<file path="src/design/tlp_pkg.sv">
package tlp_pkg;

  localparam int ADDR_W      = 64;
  localparam int REQ_ID_W    = 16;
  localparam int DW_LEN_W    = 10;
  localparam int DESC_LEN_W  = 12;
  localparam int HDR_W       = 64;

  localparam int MAX_PAYLOAD_DW = 32;  // Max payload size in doublewords
  localparam int HDR_FIFO_DEPTH = 8;   // Power of two, pointers wrap naturally
  localparam int FIFO_PTR_W     = $clog2(HDR_FIFO_DEPTH);
  localparam int FIFO_CNT_W     = $clog2(HDR_FIFO_DEPTH + 1);

  // Header field codes
  localparam logic [1:0] FMT_3DW_DATA = 2'b10;
  localparam logic [1:0] FMT_4DW_DATA = 2'b11;
  localparam logic [4:0] TYPE_MWR     = 5'b00000;
  localparam logic [3:0] BE_ALL       = 4'b1111;

  typedef logic [ADDR_W-1:0]     addr_t;
  typedef logic [REQ_ID_W-1:0]   req_id_t;
  typedef logic [DW_LEN_W-1:0]   dw_len_t;
  typedef logic [DESC_LEN_W-1:0] desc_len_t;
  typedef logic [HDR_W-1:0]      hdr_word_t;
  typedef logic [FIFO_PTR_W-1:0] fifo_ptr_t;
  typedef logic [FIFO_CNT_W-1:0] fifo_cnt_t;

  typedef enum logic [1:0] {
    IDLE,
    HEAD1,
    HEAD2,
    WAIT_FOR_GO_DEASSERT
  } builder_state_t;

  typedef enum logic [2:0] {
    WAIT_REQ,
    ISSUE,
    WAIT_ACK,
    NEXT,
    HOLD_ACK
  } seq_state_t;

endpackage

</file>
<file path="src/design/posted_req_if.sv">
`timescale 1ns/1ps

// One chunk request, go held until a single-cycle ack
interface posted_req_if import tlp_pkg::*; ();

  logic    go;
  logic    ack;
  addr_t   dmawad;
  dw_len_t length;
  req_id_t req_id;

  modport sequencer (
    output go, dmawad, length, req_id,
    input  ack
  );

  modport builder (
    input  go, dmawad, length, req_id,
    output ack
  );

endinterface

</file>
<file path="src/design/dma_write_sequencer.sv">
`timescale 1ns/1ps

module dma_write_sequencer import tlp_pkg::*; (
  input  logic            clk,
  input  logic            rst_reg,
  input  logic            desc_req,
  input  addr_t           desc_addr,
  input  desc_len_t       desc_len,
  input  req_id_t         desc_req_id,
  output logic            desc_ack,
  posted_req_if.sequencer req
);

  seq_state_t state;
  addr_t      next_addr;  // Address of the next chunk
  desc_len_t  remaining;  // Doublewords still to issue
  dw_len_t    chunk_len;

  assign chunk_len = (remaining > desc_len_t'(MAX_PAYLOAD_DW)) ?
                     dw_len_t'(MAX_PAYLOAD_DW) : dw_len_t'(remaining);

  always_ff @(posedge clk) begin
    if (rst_reg) begin
      state    <= WAIT_REQ;
      desc_ack <= 1'b0;
      req.go   <= 1'b0;
    end else begin
      case (state)
        WAIT_REQ: begin
          if (desc_req)
            state <= NEXT;  // Zero length falls straight through to the ack
        end
        ISSUE: begin
          req.go <= 1'b1;
          state  <= WAIT_ACK;
        end
        WAIT_ACK: begin
          if (req.ack) begin
            req.go <= 1'b0;
            state  <= NEXT;
          end
        end
        NEXT: begin
          if (remaining == '0) begin
            desc_ack <= 1'b1;
            state    <= HOLD_ACK;
          end else begin
            state <= ISSUE;
          end
        end
        HOLD_ACK: begin
          if (!desc_req) begin
            desc_ack <= 1'b0;
            state    <= WAIT_REQ;
          end
        end
        default: state <= WAIT_REQ;
      endcase
    end
  end

  // Descriptor fields and chunk bookkeeping
  always_ff @(posedge clk) begin
    if (state == WAIT_REQ && desc_req) begin
      next_addr  <= desc_addr;
      remaining  <= desc_len;
      req.req_id <= desc_req_id;
    end else if (state == WAIT_ACK && req.ack) begin
      next_addr <= next_addr + addr_t'({req.length, 2'b00});  // 4 bytes per DW
      remaining <= remaining - desc_len_t'(req.length);
    end
    if (state == ISSUE) begin
      req.dmawad <= next_addr;
      req.length <= chunk_len;
    end
  end

endmodule

</file>
<file path="src/design/posted_header_fifo.sv">
`timescale 1ns/1ps

module posted_header_fifo import tlp_pkg::*; (
  input  logic      clk,
  input  logic      rst_reg,
  input  hdr_word_t wr_data,
  input  logic      wr_en,
  input  logic      rd_en,
  output hdr_word_t rd_data,
  output logic      empty,
  output logic      posted_fifo_full
);

  hdr_word_t mem [HDR_FIFO_DEPTH];
  fifo_ptr_t wr_ptr;
  fifo_ptr_t rd_ptr;
  fifo_cnt_t count;
  logic      do_wr;
  logic      do_rd;

  assign do_wr = wr_en && (count != fifo_cnt_t'(HDR_FIFO_DEPTH));
  assign do_rd = rd_en && !empty;

  assign empty   = (count == '0);
  assign rd_data = mem[rd_ptr];  // Show-ahead

  // Fewer than two free slots, so a whole header always fits
  assign posted_fifo_full = (count > fifo_cnt_t'(HDR_FIFO_DEPTH - 2));

  always_ff @(posedge clk) begin
    if (do_wr)
      mem[wr_ptr] <= wr_data;
  end

  always_ff @(posedge clk) begin
    if (rst_reg) begin
      wr_ptr <= '0;
      rd_ptr <= '0;
      count  <= '0;
    end else begin
      if (do_wr)
        wr_ptr <= wr_ptr + 1'b1;
      if (do_rd)
        rd_ptr <= rd_ptr + 1'b1;
      case ({do_wr, do_rd})
        2'b10:   count <= count + 1'b1;
        2'b01:   count <= count - 1'b1;
        default: count <= count;
      endcase
    end
  end

endmodule

</file>
<file path="src/design/posted_pkt_builder.sv">
`timescale 1ns/1ps

module posted_pkt_builder import tlp_pkg::*; (
  input  logic          clk,
  input  logic          rst_reg,
  input  logic          posted_fifo_full,
  posted_req_if.builder req,
  output hdr_word_t     header_data_out,
  output logic          header_data_wren
);

  builder_state_t state;
  addr_t          addr_reg;
  dw_len_t        len_reg;
  req_id_t        id_reg;
  logic [1:0]     fmt;
  hdr_word_t      first_word;
  hdr_word_t      second_word;

  // 4DW header only when the address is above 4 GB
  assign fmt = (addr_reg[63:32] == '0) ? FMT_3DW_DATA : FMT_4DW_DATA;

  assign first_word = {1'b0, fmt, TYPE_MWR,
                       1'b0, 3'b000, 4'b0000,  // Traffic class and reserved bits
                       1'b0, 1'b0, 2'b00,      // TD, EP, attributes
                       2'b00, len_reg,
                       id_reg, 8'h00,          // Tag is always zero
                       BE_ALL, BE_ALL};

  assign second_word = (fmt == FMT_4DW_DATA) ?
                       {addr_reg[63:2], 2'b00} :
                       {addr_reg[31:2], 2'b00, addr_reg[63:32]};

  always_ff @(posedge clk) begin
    if (state == IDLE && req.go) begin
      addr_reg <= req.dmawad;
      len_reg  <= req.length;
      id_reg   <= req.req_id;
    end
  end

  always_ff @(posedge clk) begin
    if (rst_reg) begin
      state            <= IDLE;
      header_data_wren <= 1'b0;
      req.ack          <= 1'b0;
    end else begin
      case (state)
        IDLE: begin
          header_data_wren <= 1'b0;
          req.ack          <= 1'b0;
          if (req.go && !posted_fifo_full)  // Room for both words is guaranteed here
            state <= HEAD1;
        end
        HEAD1: begin
          header_data_wren <= 1'b1;
          state            <= HEAD2;
        end
        HEAD2: begin
          header_data_wren <= 1'b1;
          req.ack          <= 1'b1;
          state            <= WAIT_FOR_GO_DEASSERT;
        end
        WAIT_FOR_GO_DEASSERT: begin
          header_data_wren <= 1'b0;
          req.ack          <= 1'b0;
          state            <= IDLE;
        end
        default: state <= IDLE;
      endcase
    end
  end

  always_ff @(posedge clk) begin
    if (state == HEAD1)
      header_data_out <= first_word;
    else if (state == HEAD2)
      header_data_out <= second_word;
  end

endmodule

</file>
<file path="src/design/posted_tlp_top.sv">
`timescale 1ns/1ps

module posted_tlp_top import tlp_pkg::*; (
  input  logic      clk,
  input  logic      rst_reg,
  input  logic      desc_req,
  input  addr_t     desc_addr,
  input  desc_len_t desc_len,
  input  req_id_t   desc_req_id,
  output logic      desc_ack,
  output hdr_word_t tlp_data,
  output logic      tlp_valid,
  output logic      tlp_sop,
  output logic      tlp_eop,
  input  logic      tlp_ready
);

  hdr_word_t header_data_out;
  logic      header_data_wren;
  logic      posted_fifo_full;
  hdr_word_t fifo_rd_data;
  logic      fifo_empty;
  logic      fifo_rd_en;

  posted_req_if req_bus ();

  dma_write_sequencer i_seq (
    .clk         (clk),
    .rst_reg     (rst_reg),
    .desc_req    (desc_req),
    .desc_addr   (desc_addr),
    .desc_len    (desc_len),
    .desc_req_id (desc_req_id),
    .desc_ack    (desc_ack),
    .req         (req_bus.sequencer)
  );

  posted_pkt_builder i_builder (
    .clk              (clk),
    .rst_reg          (rst_reg),
    .posted_fifo_full (posted_fifo_full),
    .req              (req_bus.builder),
    .header_data_out  (header_data_out),
    .header_data_wren (header_data_wren)
  );

  posted_header_fifo i_fifo (
    .clk              (clk),
    .rst_reg          (rst_reg),
    .wr_data          (header_data_out),
    .wr_en            (header_data_wren),
    .rd_en            (fifo_rd_en),
    .rd_data          (fifo_rd_data),
    .empty            (fifo_empty),
    .posted_fifo_full (posted_fifo_full)
  );

  tlp_header_tx i_tx (
    .clk       (clk),
    .rst_reg   (rst_reg),
    .rd_data   (fifo_rd_data),
    .empty     (fifo_empty),
    .tlp_ready (tlp_ready),
    .rd_en     (fifo_rd_en),
    .tlp_data  (tlp_data),
    .tlp_valid (tlp_valid),
    .tlp_sop   (tlp_sop),
    .tlp_eop   (tlp_eop)
  );

endmodule

</file>
<file path="src/design/tlp_header_tx.sv">
`timescale 1ns/1ps

module tlp_header_tx import tlp_pkg::*; (
  input  logic      clk,
  input  logic      rst_reg,
  input  hdr_word_t rd_data,
  input  logic      empty,
  input  logic      tlp_ready,
  output logic      rd_en,
  output hdr_word_t tlp_data,
  output logic      tlp_valid,
  output logic      tlp_sop,
  output logic      tlp_eop
);

  logic second_word;  // Next loaded word closes a header

  // Load when the output register is free or drains this cycle
  assign rd_en = !empty && (!tlp_valid || tlp_ready);

  always_ff @(posedge clk) begin
    if (rst_reg) begin
      tlp_valid   <= 1'b0;
      tlp_sop     <= 1'b0;
      tlp_eop     <= 1'b0;
      second_word <= 1'b0;
    end else if (rd_en) begin
      tlp_valid   <= 1'b1;
      tlp_sop     <= !second_word;
      tlp_eop     <= second_word;
      second_word <= !second_word;
    end else if (tlp_ready) begin
      tlp_valid <= 1'b0;
      tlp_sop   <= 1'b0;
      tlp_eop   <= 1'b0;
    end
  end

  always_ff @(posedge clk) begin
    if (rd_en)
      tlp_data <= rd_data;
  end

endmodule

</file>
<file path="config.mk">
export PLATFORM = sky130hd
export DESIGN_NAME = posted_tlp_top
export DESIGN_NICKNAME = d
export VERILOG_FILES = /design/src/design/tlp_pkg.sv /design/src/design/posted_req_if.sv /design/src/design/dma_write_sequencer.sv /design/src/design/posted_header_fifo.sv /design/src/design/posted_pkt_builder.sv /design/src/design/posted_tlp_top.sv /design/src/design/tlp_header_tx.sv
export SDC_FILE = /design/constraint.sdc
export NUM_CORES = 1
export LEC_CHECK = 0
export BUFFER_PORTS_ARGS = -buffer_cell sky130_fd_sc_hd__buf_4
export CORE_ASPECT_RATIO = 0.7
export CORE_MARGIN = 10
export CORE_UTILIZATION = 55
export DETAILED_ROUTE_END_ITERATION = 6
export HOLD_SLACK_MARGIN = 0.02
export PLACE_DENSITY = 0.86
export REMOVE_ABC_BUFFERS = 1
export SYNTH_ARGS = -nofsm -noshare
export SYNTH_HDL_FRONTEND = slang
export SYNTH_SLANG_ARGS = --single-unit
</file>
<file path="constraint.sdc">
create_clock -name clk -period 8.1 [get_ports clk]
set_input_delay 0 -clock clk [delete_from_list [all_inputs] [get_ports clk]]
set_output_delay 0 -clock clk [all_outputs]
set_load 0.01 [all_outputs]
</file>
==> results.py, run 1 <==
metrics = {
    "drt": {
        "wl_per_cell_um": 26.76,
        "avgViaCountPerCell": 6.229,
        "dr.first_iter.drc_count": 2589,
        "vias": 19815,
        "drtPass1Iterations": 5,
        "route.detailed.drc": 0,
        "wl_um": 85110,
        "antenna_left": 0,
    },
    "clocking": {
        "cts-root-buf": "clkbuf_16",
        "tritoncts": "yes",
        "post_cts_resized": 0,
        "clk_pin_slew_ns": 0.07,
        "cts_sinks": 913,
        "clock_tree.buffer_depth": 3,
        "clk_latency_ns": 0.65,
        "cts_buffers": 84,
        "htree_levels": 3,
    },
    "logic_synthesis": {
        "synth_edf_count": 854,
        "avgSynthCellArea_um2": 17.76,
        "synth_area_um2": 35410,
        "synth-main-ff-cell": "edfxtp_1",
        "yosysTopAreaCell": "edfxtp_1",
        "ys_seq_area_share_pct": 75.76,
        "netlist-cell-type-count": 61,
        "synthCells": 1994,
        "synth_top_area_share_pct": 72.43,
        "synthTopCellsByArea": "edfxtp_1 (72%), mux4_2 (8.1%), dfxtp_1 (3.3%)",
        "yosys_warnings": 0,
        "synth-seq-cells": 913,
        "async_reset_ff_share_pct": 0,
    },
    "final_layout": {
        "largest-register": "i_fifo.mem",
        "reg_top3": "i_fifo.mem (512), i_builder.header_data_out (64), i_tx.tlp_data (64)",
        "nets": 2411,
        "mostFrequentLayoutCell": "edfxtp_1",
        "num_antenna_cells": 0,
        "final_cell_count_no_fill": 3181,
        "fin_util_pct": 65.15,
        "syn2layout_area_growth_pct": 16.82,
        "largest_reg_flops": 512,
        "finalInstanceArea_um2": 41360,
        "drive_gt1_share_pct": 23.04,
        "layout_common_cells": "edfxtp_1 (854), buf_4 (190), nand2_1 (153)",
    },
    "worst_setup_path": {
        "crit_required_ns": 8.46,
        "arrival_ns": 3.92,
        "cp_max_fo": 14,
        "regToRegStartpoint": "i_seq.next_addr[12]",
        "regToRegSetupSlack_ns": 4.54,
        "reg2regPathDepth": 6,
        "critical-path-max-stage-delay_ns": 0.85,
        "path_buf_inv": 0,
        "crit_chain": "and4_1, nand4_1, o21bai_1, a2111oi_0, xnor2_1, a21oi_1",
        "end_kind": "register",
        "reg2reg_to": "i_seq.next_addr[47]",
        "cp_slowest_cell": "a2111oi_0",
        "crit_type": "register to register",
        "start_kind": "register",
        "cp_top_family": "compound AO/OA/AOI/OAI gates",
    },
    "run": {
        "drv_cap": 0,
    },
    "hold_path": {
        "whs_path_depth": 2,
        "hold_path.startpoint": "desc_req_id[13]",
        "hp-class": "primary input to register",
        "min_to": "i_seq.req.req_id[13]",
    },
    "die": {
        "num_rows": 77,
        "start_util_pct": 55.77,
        "coreArea_um2": 63490,
        "die_y_um": 232.3,
        "die_area_um2": 75090,
        "die_w_um": 323.3,
        "ioPinCount": 164,
    },
    "grt": {
        "grt_max_degree": 73,
        "grt_pass1_wl_um": 127800,
        "grt_overflow": 0,
        "antenna_found_initial": 2,
        "grt_usage_pct": 22.75,
        "grt_pass1_vias": 20227,
    },
    "sta": {
        "min_period_ns": 3.565,
        "setup_viol": 0,
        "worst_slew_pin_slew_ns": 1.216,
        "fmax_mhz": 280.5,
        "skew_ns": 0.02879,
        "rsz0062_at_grt": "no",
        "report.final.slew_viol_count": 0,
        "setup_tns_ns": 0,
        "fin_crit_sh_pct": 44.01,
        "timing_hold_violations_final": 0,
        "slew_headroom_pct": 18.52,
    },
    "power_and_ir_drop": {
        "p_total_uw": 13320,
        "cellLeakagePower_uw": 0.01348,
        "vdd_drop_max_uv": 216.0,
        "power_density_nw_per_um2": 322.0,
    },
    "place": {
        "dp_hpwl_um": 49730,
        "dp_cells": 2930,
        "postPlaceCellArea_um2": 37650,
        "globalplace.congestion": 0.8950,
        "port_buffers": 161,
    },
    "run_status": {
        "status": "complete, no violations",
    },
}
power by group:
part | switching, uW | internal, uW | total [uW]
logic | 1410 | 1160 | 2570
registers | 571 | 6190 | 6760
clock network | 1720 | 2260 | 3980
total | 3700 | 9620 | 13300
worst max path at each step:
stage	from	end	slack (ns)	cells past startpoint
after floorplan	i_fifo.count[0]	i_fifo.mem[0][0]	0.56	5
after global placement	i_fifo.rd_ptr[0]	i_tx.tlp_data[63]	4.82	4
after detailed placement	i_seq.next_addr[12]	i_seq.next_addr[47]	4.74	6
after CTS	i_fifo.rd_ptr[0]	i_tx.tlp_data[43]	4.67	4
after global routing	i_fifo.rd_ptr[0]	i_tx.tlp_data[43]	4.48	4
final	i_seq.next_addr[12]	i_seq.next_addr[47]	4.54	6
per-stage QoR:
stage               worst slack, ns  hold WS (ns)
finish                        4.535       0.06345
global route                  4.483       0.05075
CTS                           4.665       0.04133
detailed placement            4.736        0.1796
global placement              4.821        0.1797
floorplan                    0.5623       0.06907
synth_stat cells, drive strengths merged, types with 9 or more instances:
master and number:
xor2 22, and2 11, edfxtp 854, nand3 25, a211oi 25, ha 30, xnor2 45, mux2 65
inv 29, nor4 19, dfxtp 59, clkbuf 64, nor2 84, buf 22, nor3 33, a21oi 100
nand2 154, o21ai 89, nand4 14, and3 11, nor3b 9, mux4 128
area by class of cell:
type | instances | area [um^2]
clock buffer | 113 | 2344
multi-input combinational | 969 | 8244
inverter | 29 | 111.4
tap | 829 | 1037
sequential | 913 | 26830
timing repair buffer | 285 | 2377
clock inverter | 43 | 415.4
fill | 3995 | 22130
routing by layer:
metal,share of wire [%],GRT usage (%)
met1,39,31.49
met2,47,35.15
met5,0.032,0
met3,12,6.224
met4,2.7,6.845
what timing repair did:
| item | in CTS | in global routing |
|---|---|---|
| setup buffers | 0 | 0 |
| hold buffers | 95 | 0 |
| hold endpoints to repair | 113 | 0 |
cells by family (layout without fill, tap and decap cells):
logic type | Yosys count | after routing | share of synthesized area [%]
xor gates and xnor gates | 67 | 67 | 1.657
buffers and inverters | 115 | 470 | 1.230
and+or+nand+nor | 404 | 404 | 5.438
muxes | 199 | 199 | 10.38
other | 1 | 4 | 0.01059
adders and majority gates | 33 | 33 | 1.230
DFF | 913 | 913 | 75.76
AOI/OAI and AO/OA | 262 | 262 | 4.294
No activity file was read; power rests on OpenSTA's default activity.
==> inputs of run 2 (changes only) <==
--- a/config.mk
+++ b/config.mk
@@ -11,7 +11,7 @@
 export CORE_UTILIZATION = 55
 export DETAILED_ROUTE_END_ITERATION = 6
 export HOLD_SLACK_MARGIN = 0.02
-export PLACE_DENSITY = 0.86
+export PLACE_DENSITY = 0.84
 export REMOVE_ABC_BUFFERS = 1
 export SYNTH_ARGS = -nofsm -noshare
 export SYNTH_HDL_FRONTEND = slang
==> constraint.sdc (replaced) <==
create_clock -name clk -period 3.3 [get_ports clk]
set_input_delay 0 -clock clk [delete_from_list [all_inputs] [get_ports clk]]
set_output_delay 0 -clock clk [all_outputs]
set_load 0.01 [all_outputs]
==> run 2 against run 1 <==
Compared with the run above:
- maximum frequency increased by 15%
- largest power group unchanged
- setup slack worse by 4.3 ns
- combinational power grew to 2.5 times the previous value
- critical path depth rose by 1
- final area rose by 1.1%
==> results.py, run 2 (synthesized netlist as in run 1, its figures left out) <==
metrics = {
    "worst_setup_path": {
        "regToRegStartpoint": "i_seq.req.length[7]",
        "crit_type": "register to register",
        "end_kind": "register",
        "cp_max_fo": 13,
        "regToRegSetupSlack_ns": 0.21,
        "critical_path.startpoint": "i_seq.req.length[7]",
        "arrival_ns": 3.47,
        "reg2reg_to": "i_seq.next_addr[63]",
        "endpoint": "i_seq.next_addr[63]",
        "crit_required_ns": 3.68,
        "start_kind": "register",
        "reg2regPathDepth": 7,
    },
    "clocking": {
        "clock_tree.buffer_depth": 3,
        "cts_sinks": 913,
        "clk_pin_slew_ns": 0.07,
        "htree_levels": 3,
        "cts_buffers": 82,
        "tritoncts": "yes",
        "cts-root-buf": "clkbuf_16",
        "clk_latency_ns": 0.65,
    },
    "hold_path": {
        "hp-class": "primary input to register",
    },
    "drt": {
        "antenna_left": 0,
        "wl_um": 83990,
        "route.detailed.drc": 0,
        "vias": 19660,
        "drtPass1Iterations": 5,
        "dr.first_iter.drc_count": 2850,
        "avgViaCountPerCell": 6.148,
        "wl_per_cell_um": 26.26,
    },
    "place": {
        "dp_cells": 2951,
        "dp_hpwl_um": 49870,
        "postPlaceCellArea_um2": 38080,
        "globalplace.congestion": 0.9124,
        "port_buffers": 161,
    },
    "grt": {
        "grt_usage_pct": 22.50,
        "grt_pass1_wl_um": 126900,
        "antenna_found_initial": 1,
        "grt_overflow": 0,
        "grt_pass1_vias": 20170,
        "grt_max_degree": 75,
    },
    "sta": {
        "report.final.slew_viol_count": 0,
        "fmax_mhz": 323.4,
        "skew_ns": 0.03232,
        "rsz0062_at_grt": "no",
        "min_period_ns": 3.092,
        "fin_crit_sh_pct": 93.69,
        "worst_slew_pin_slew_ns": 1.279,
        "setup_viol": 0,
        "slew_headroom_pct": 14.43,
        "timing_hold_violations_final": 0,
    },
    "final_layout": {
        "syn2layout_area_growth_pct": 18.14,
        "num_antenna_cells": 0,
        "largest-register": "i_fifo.mem",
        "final_cell_count_no_fill": 3198,
        "largest_reg_flops": 512,
        "drive_gt1_share_pct": 23.72,
        "layout_common_cells": "edfxtp_1 (854), buf_4 (189), nand2_1 (153)",
        "nets": 2430,
        "finalInstanceArea_um2": 41830,
        "reg_top3": "i_fifo.mem (512), i_builder.header_data_out (64), i_tx.tlp_data (64)",
        "mostFrequentLayoutCell": "edfxtp_1",
    },
    "die": {
        "coreArea_um2": 63490,
        "start_util_pct": 55.77,
        "num_rows": 77,
        "die_area_um2": 75090,
        "die_w_um": 323.3,
        "die_y_um": 232.3,
        "ioPinCount": 164,
    },
    "power_and_ir_drop": {
        "power_density_nw_per_um2": 788.1,
        "vdd_drop_max_uv": 505.4,
        "cellLeakagePower_uw": 0.01364,
    },
    "run": {
        "drv_cap": 0,
    },
    "run_status": {
        "status": "complete, no violations",
    },
}
[run 2: changes by cell type in the layout (fill, tap and decap cells not counted), sizes merged]
cell,delta
buf,+21
inv,-2
bufinv,+3
clkinvlp,+9
clkinv,-5
clkbuf,-9
[run 2: worst min-delay path by stage]
| stage | from | endpoint | slack [ns] | cells past startpoint |
|---|---|---|---|---|
| after detailed placement | desc_req_id[4] | i_seq.req.req_id[4] | 0.18 | 1 |
| after CTS | desc_req_id[3] | i_seq.req.req_id[3] | 0.05 | 2 |
| after floorplan | rst_reg | i_builder.state[0] | 0.07 | 1 |
| after global routing | desc_req_id[15] | i_seq.req.req_id[15] | 0.08 | 2 |
| after global placement | desc_req_id[11] | i_seq.req.req_id[11] | 0.18 | 1 |
| final | desc_req_id[11] | i_seq.req.req_id[11] | 0.09 | 2 |
[run 2: metal layers]
metal	vias up	track usage (%)	routed length, um
met3	160	5.118	8752
met2	1066	34.54	39070
met1	9957	32.22	34090
met4	2	6.428	2052
li1	8475	-	-
met5	-	0	13
[run 2: layout make-up]
cell class                      count  area [um^2]
Fill cell                        3988        21660
Clock buffer                      104         2258
Inverter                           29        111.4
Timing Repair Buffer              306         2810
Multi-Input combinational cell    969         8240
Sequential cell                   913        26830
Tap cell                          829         1037
Clock inverter                     48        536.8
[run 2: critical path: stages, from the launching register on]
cell and delay [ns]:
edfxtp_1 0.43, ha_1 0.37, a21oi_1 0.24, nor2_1 0.08, o21bai_1 0.96, a21oi_1 0.41, mux2i_1 0.26, nand2_1 0.07
[run 2: stage by stage]
stage	setup TNS (ns)	setup slack (ns)	hold WS, ns	utilization, %	power (uW)
2_1_floorplan	-1614.21	-4.238	0.06907	-	20410
3_3_place_gp	0	0.3995	0.1805	59.98	22840
3_5_place_dp	0	0.3354	0.1793	59.98	23180
4_1_cts	0	0.3191	0.05370	65.88	33140
5_1_grt	0	0.08760	0.07770	65.88	34200
6_report	0	0.2083	0.08679	65.88	32960
[run 2: power by group]
part | switching [uW] | internal [uW] | total [uW]
Sequential | 1390 | 15200 | 16600
Combinational | 3500 | 3020 | 6530
Clock | 4190 | 5670 | 9860
Total | 9080 | 23900 | 33000
[run 2: what timing repair did]
action,4_1_cts,5_1_grt
hold buffers,95,0
resized for setup,0,0
endpoints found under the hold margin,113,0
setup buffers,0,0
